[config.mk]
export PLATFORM = sky130hd
export DESIGN_NAME = branch_predictor
export DESIGN_NICKNAME = d
export VERILOG_FILES = /design/src/design/fetch_pkg.sv /design/src/design/branch_predictor.sv
export VERILOG_INCLUDE_DIRS = /design/src /design/src/include
export SDC_FILE = /design/constraint.sdc
export NUM_CORES = 2
export LEC_CHECK = 0
export BUFFER_PORTS_ARGS = -buffer_cell sky130_fd_sc_hd__buf_2
export CAP_MARGIN = 30
export CELL_PAD_IN_SITES_DETAIL_PLACEMENT = 1
export CELL_PAD_IN_SITES_GLOBAL_PLACEMENT = 1
export CORE_MARGIN = 1.5
export CORE_UTILIZATION = 50
export DETAILED_ROUTE_END_ITERATION = 6
export GPL_TIMING_DRIVEN = 0
export PLACE_DENSITY = 0.86
export REMOVE_ABC_BUFFERS = 1
export SETUP_SLACK_MARGIN = 0.2
export SLEW_MARGIN = 5
export SYNTH_ARGS = -nofsm -noshare
export SYNTH_HDL_FRONTEND = slang
export SYNTH_SLANG_ARGS = --single-unit
[constraint.sdc]
create_clock -name clk_i -period 4.5 [get_ports clk_i]
set_clock_uncertainty 0.2 [all_clocks]
set_input_delay 0.45 -clock clk_i [delete_from_list [all_inputs] [get_ports clk_i]]
set_output_delay 0.45 -clock clk_i [all_outputs]
set_load 0.02 [all_outputs]
[src/include/fetch_defs.svh]
// Fetch subsystem parameters
// Address and instruction widths, BTB depth, memory size and the
// address limits used by the memory model for fault decode

`ifndef FETCH_DEFS_SVH
`define FETCH_DEFS_SVH

// Full program counter width
`define FETCH_PC_W 64

// Virtual address width seen by the memory side
`define FETCH_VADDR_W 40

// RV instruction word
`define FETCH_INST_W 32

// Direct-mapped BTB entries, power of two
`define FETCH_BTB_ENTRIES 16

// Instruction memory depth in 32-bit words
`define FETCH_MEM_WORDS 256

// First byte past backed memory, access fault from here
`define FETCH_ACCESS_LIMIT (`FETCH_MEM_WORDS * 4)

// First unmapped byte, page fault from here
`define FETCH_PAGE_LIMIT 'h10000

`endif

[src/design/fetch_pkg.sv]
// Fetch subsystem types
// Vector widths, next-PC and exception enums, and the packed structs
// passed between control, fetch stage, predictor and memory

`default_nettype none

`include "fetch_defs.svh"

package fetch_pkg;

    typedef logic [`FETCH_PC_W-1:0]    addr_pc_t;
    typedef logic [`FETCH_VADDR_W-1:0] vaddr_t;
    typedef logic [`FETCH_INST_W-1:0]  inst_t;

    // Next-PC source picked by control
    typedef enum logic [1:0] {
        NEXT_PC_SEL_KEEP       = 2'd0,
        NEXT_PC_SEL_BP_OR_PC_4 = 2'd1,
        NEXT_PC_SEL_JUMP       = 2'd2
    } next_pc_sel_e;

    // RISC-V mcause codes for fetch
    typedef enum logic [3:0] {
        INSTR_ADDR_MISALIGNED = 4'd0,
        INSTR_ACCESS_FAULT    = 4'd1,
        INSTR_PAGE_FAULT      = 4'd12
    } xcpt_cause_e;

    typedef enum logic {
        PRED_NOT_TAKEN = 1'b0,
        PRED_TAKEN     = 1'b1
    } pred_decision_e;

    // Prediction carried with the fetched instruction
    typedef struct packed {
        logic           is_branch;
        pred_decision_e decision;
        addr_pc_t       pred_addr;
    } bpred_t;

    typedef struct packed {
        logic        valid;
        xcpt_cause_e cause;
        addr_pc_t    origin;
    } xcpt_t;

    // Packet to decode
    typedef struct packed {
        logic     valid;
        addr_pc_t pc_inst;
        inst_t    inst;
        xcpt_t    ex;
        bpred_t   bpred;
    } fetch_pkt_t;

    typedef struct packed {
        logic   valid;
        vaddr_t vaddr;
    } req_mem_t;

    typedef struct packed {
        logic  valid;
        inst_t data;
        logic  access_fault;
        logic  page_fault;
    } resp_mem_t;

    // Resolved branch from execute
    typedef struct packed {
        logic     valid;
        addr_pc_t pc_execution;
        addr_pc_t target;
        logic     taken;
        logic     is_branch;
    } bp_update_t;

    // Control unit to fetch stage
    typedef struct packed {
        next_pc_sel_e next_pc;
        logic         stall;
    } cu_if_t;

endpackage

`default_nettype wire

[src/design/branch_predictor.sv]
// Branch target buffer
// Direct-mapped table of tags, targets and 2-bit saturating counters,
// read combinationally at fetch and trained by execute

`default_nettype none

`include "fetch_defs.svh"

module branch_predictor (
    input  logic                  clk_i,
    input  logic                  rstn_i,
    input  fetch_pkg::addr_pc_t   pc_fetch_i,
    input  fetch_pkg::bp_update_t update_i,
    output logic                  hit_o,
    output logic                  taken_o,
    output fetch_pkg::addr_pc_t   target_o
);

    localparam int unsigned IDX_W = $clog2(`FETCH_BTB_ENTRIES);
    localparam int unsigned TAG_W = `FETCH_PC_W - IDX_W - 2;

    typedef logic [IDX_W-1:0] btb_idx_t;
    typedef logic [TAG_W-1:0] btb_tag_t;
    typedef logic [1:0]       ctr_t;

    // Weakly not taken
    localparam ctr_t CTR_INIT = 2'd1;

    logic [`FETCH_BTB_ENTRIES-1:0] valid_q;
    btb_tag_t            tag_q    [`FETCH_BTB_ENTRIES];
    fetch_pkg::addr_pc_t target_q [`FETCH_BTB_ENTRIES];
    ctr_t                ctr_q    [`FETCH_BTB_ENTRIES];

    btb_idx_t rd_idx;
    btb_tag_t rd_tag;
    btb_idx_t upd_idx;
    btb_tag_t upd_tag;
    logic     upd_en;
    logic     upd_match;
    ctr_t     upd_base;
    ctr_t     upd_ctr;

    // Lookup, word index above the byte offset
    assign rd_idx   = pc_fetch_i[IDX_W+1:2];
    assign rd_tag   = pc_fetch_i[`FETCH_PC_W-1:IDX_W+2];
    assign hit_o    = valid_q[rd_idx] && (tag_q[rd_idx] == rd_tag);
    assign taken_o  = ctr_q[rd_idx][1];
    assign target_o = target_q[rd_idx];

    // Training
    assign upd_en    = update_i.valid & update_i.is_branch;
    assign upd_idx   = update_i.pc_execution[IDX_W+1:2];
    assign upd_tag   = update_i.pc_execution[`FETCH_PC_W-1:IDX_W+2];
    assign upd_match = valid_q[upd_idx] && (tag_q[upd_idx] == upd_tag);

    // New allocation counts from weakly not taken
    always_comb begin
        upd_base = upd_match ? ctr_q[upd_idx] : CTR_INIT;
        if (update_i.taken) begin
            upd_ctr = (upd_base == 2'd3) ? upd_base : upd_base + 2'd1;
        end else begin
            upd_ctr = (upd_base == 2'd0) ? upd_base : upd_base - 2'd1;
        end
    end

    // Valid bits and counters
    always_ff @(posedge clk_i, negedge rstn_i) begin
        if (!rstn_i) begin
            valid_q <= '0;
            for (int i = 0; i < `FETCH_BTB_ENTRIES; i++) begin
                ctr_q[i] <= CTR_INIT;
            end
        end else if (upd_en) begin
            valid_q[upd_idx] <= 1'b1;
            ctr_q[upd_idx]   <= upd_ctr;
        end
    end

    // Tag and target payload
    always_ff @(posedge clk_i) begin
        if (upd_en) begin
            tag_q[upd_idx]    <= upd_tag;
            target_q[upd_idx] <= update_i.target;
        end
    end

endmodule

`default_nettype wire

==> key figures <==
Critical path
  – Crit-path max FO: 49
  – WS Path Type: in -> out
  – Endpoint class of the critical path: primary output
  – CP required: 3.85 ns
  – Crit path DAT: 4.34 ns
  – Critical path startpoint category: input port

Synth
  – Post-Synth Adder-Cell Area: 0%
  – Post-Synth XOR/XNOR Area: 1.02%
  – Post-synth top area cell: edfxtp_1
  – Simple logic cell fraction of the synthesized area: 1.23%
  – Post-synth top area share: 69.3%
  – Largest family of logic cells by synthesized area: multiplexers
  – Netlist Area Pre-Place: 84600 µm²
  – Top-count cell post-synth: edfxtp_1
  – FF+latch count, synth: 2000
  – Synth Flop Type: edfxtp_1
  – Synth area leaders: edfxtp_1 (69%), mux4_2 (22%), mux2i_1 (1.5%), dfrtp_1 (0.95%), xnor2_1 (0.56%)
  – Commonest cells post-synth: edfxtp_1 (1952), mux4_2 (833), mux2i_1 (123)
  – Register area share after synthesis: 70.7%
  – Asr flop ratio synth: 2.40%
  – Post-Synthesis Cells: 3750
  – Synth Area in Compound Gates: 1.75%
  – Syn_area_per_cell: 22.6 µm²
  – Mux cell area share after synthesis: 23.8%
  – Netlist cell types: 66
  – Yosys Warn Count: 0
  – Post-synth EDFFs: 1952

Drt
  – Vias per cell: 7.17
  – DRT antenna net count: 0
  – Routed WL per cell: 41.4 µm
  – DRT Wirelength: 271000 µm
  – Via count: 47062
  – Residual DRC: 0
  – DRT iter0 DRCs: 7464
  – Pre-antenna DRT Iters: 6

Power
  – Lkg Pwr: 31.3 nW
  – Int Power: 31.2 mW
  – Switching pwr: 9.59 mW
  – Comb power frac: 8.4%
  – Reg power frac: 51.2%
  – Switch share: 23.5%
  – Total power: 40.8 mW
  – PwrDens: 417 nW/µm²
  – Worst VDD drop: 0.000415 V
  – Clock Power Share: 40.4%

Outcome
  – Status: finished, violations left
  – Violated checks: setup timing

Floorplanning
  – Initial Util: 50.5%
  – Die Ht: 414 µm
  – Core area: 168000 µm²
  – Row Count: 150
  – Die width: 414 µm
  – Io pins: 263
  – Die Area: 172000 µm²

Timing
  – RSZ-0062 raised after global routing: true
  – Final Hold Viols: 0
  – Worst-Margin Slew: 1.06 ns
  – Min Tclk post-route: 4.99 ns
  – Setup ws final: -0.486 ns
  – Crit share post-route: 111%
  – Endpoints failing setup: 1
  – Max-slew violations: 0
  – Fmax: 0.201 GHz
  – Slew headroom: 29.1%
  – Setup TNS: -0.486 ns

Clock network
  – CTS Root Cell: clkbuf_16
  – TritonCTS clock tree: built
  – Skew-Pair Late Insertion Delay: 0.87 ns
  – CTS Sinks: 2000
  – Clock-pin slew on the worst setup and hold paths: 0.07 ns
  – TritonCTS Buffers: 193
  – Longest Clk Path Bufs: 3
  – H-tree Lvls: 4

GRT
  – First-pass GRT wire length: 382000 µm
  – Met1 Resource Use GR: 39.5%
  – All-Layer GR Usage: 31.7%
  – Initial antenna violation count: 27
  – Largest net degree at the start of global routing: 97
  – Overflow left after global routing: 0
  – GR met2 Demand/Resource: 51.5%
  – Busiest grt layer: met2
  – M3 GR Usage: 7.56%
  – Vias in the first global route: 49891

Place
  – Port Buf Inserts: 258
  – DP Wirelength: 137000 µm
  – Placed Area: 89100 µm²
  – Routability cong.: 0.836

Layout
  – Post-Layout Inst Area: 97800 µm²
  – P&R area growth vs syn: 15.6%
  – NumNets Final: 4383
  – Share of cells above drive strength 1: 35.2%
  – Fill cells: 13769

Min path
  – HP Class: in -> async

Job
  – Max-Cap Viols: 0
[sequential cells by signal, indices dropped and copies added, names as in the netlist]
name and flops:
ctr_q 32, tag_q 928, target_q 1024, valid_q 16
[path summary, 6_finish.rpt]
check                               from        end  slack, ns  cells after the start
min in group clk_i              ctr_q[0]   ctr_q[0]       0.28                      2
setup reg to reg            tag_q[9][27]   ctr_q[8]       0.19                      9
setup / recovery           pc_fetch_i[3]      hit_o      -0.49                     12
hold reg to reg                 ctr_q[0]   ctr_q[0]       0.28                      2
max in group asynchronous         rstn_i   ctr_q[5]       2.87                      3
hold / removal                    rstn_i  ctr_q[12]       0.10                      2
[layer usage]
metal / wire length [µm] / vias to the layer above / share of wire (%)
li1: - / 17225 / -
met1: 90400 / 24875 / 33
met2: 135000 / 4069 / 50
met3: 30100 / 881 / 11
met4: 15700 / 12 / 5.8
met5: 74 / - / 0.027
[power by group through the flow]
stage                     registers, mW  clock network (mW)  logic, mW
after floorplan                    21.2                   0       1.49
after global placement             21.2                   0       3.51
after detailed placement           21.2                   0       3.01
after CTS                          20.8                16.5       3.34
after global routing               20.9                17.1       3.54
final                              20.9                16.5       3.44
[area by class of cell]
cell class              instances  area (µm²)  area share (%)
flip-flops and latches       2000       59800            61.2
multi-input cells            1477       23800            24.4
clock buffers                 223        4940            5.05
repair buffers                460        4750            4.86
well taps                    2204        2760            2.82
clock inverters               128        1340            1.37
inverters                      54         333           0.340
diodes                         14        35.0          0.0358
[cells by family (layout without fill, tap and decap cells)]
logic type / count (synthesis) / after routing
muxes: 966 / 966
xor gates and xnor gates: 99 / 99
and+or+nand+nor: 209 / 209
AOI/OAI and AO/OA: 203 / 203
other: 0 / 14
DFF: 2000 / 2000
buffers and inverters: 273 / 865
[repair_timing]
item | CTS | global route
pin swaps | 7 | 5
buffers inserted | 4 | 0
endpoints found under the setup margin | 33 | 33
cloned | 22 | 1
gates resized for setup | 46 | 20
hold buffers | 125 | 0
hold endpoints to repair | 2011 | 0
[worst max-delay path: stages]
cell      delay [ns]
buf_16          0.27
buf_16          0.31
buf_16          0.24
buf_16          0.23
mux4_2          0.33
mux4_2          0.53
xnor2_2         0.14
nand4_1         0.44
nor3_4          0.44
nand4b_1        0.25
nor4_4          0.36
buf_4           0.22
[placed cells by master (no fill, tap or decap), types with 21 or more instances in the layout]
cell type / count
nand2_1: 84
edfxtp_1: 1952
xor2_1: 45
clkinv_2: 34
mux4_2: 833
a22oi_1: 28
clkbuf_16: 194
clkbuf_1: 30
o22ai_1: 21
bufbuf_16: 21
buf_16: 49
xnor2_1: 47
inv_1: 35
nand2b_1: 25
buf_2: 251
mux2i_1: 121
clkinv_1: 56
dlygate4sd3_1: 125
o21ai_0: 37
dfrtp_1: 32
[per-stage QoR]
step / worst slack, ns / utilization, % / hold slack [ns] / instances
floorplan: -0.410 / - / -0.0456 / 3531
global placement: -15.88 / 52.3 / 0.267 / 5993
detailed placement: -2.61 / 53.2 / 0.269 / 6043
CTS: -0.472 / 58.3 / 0.0681 / 6545
global route: -0.536 / 58.4 / 0.121 / 6555
finish: -0.486 / 58.4 / 0.103 / 6560
Note: power is estimated with default switching activity, not from simulation.
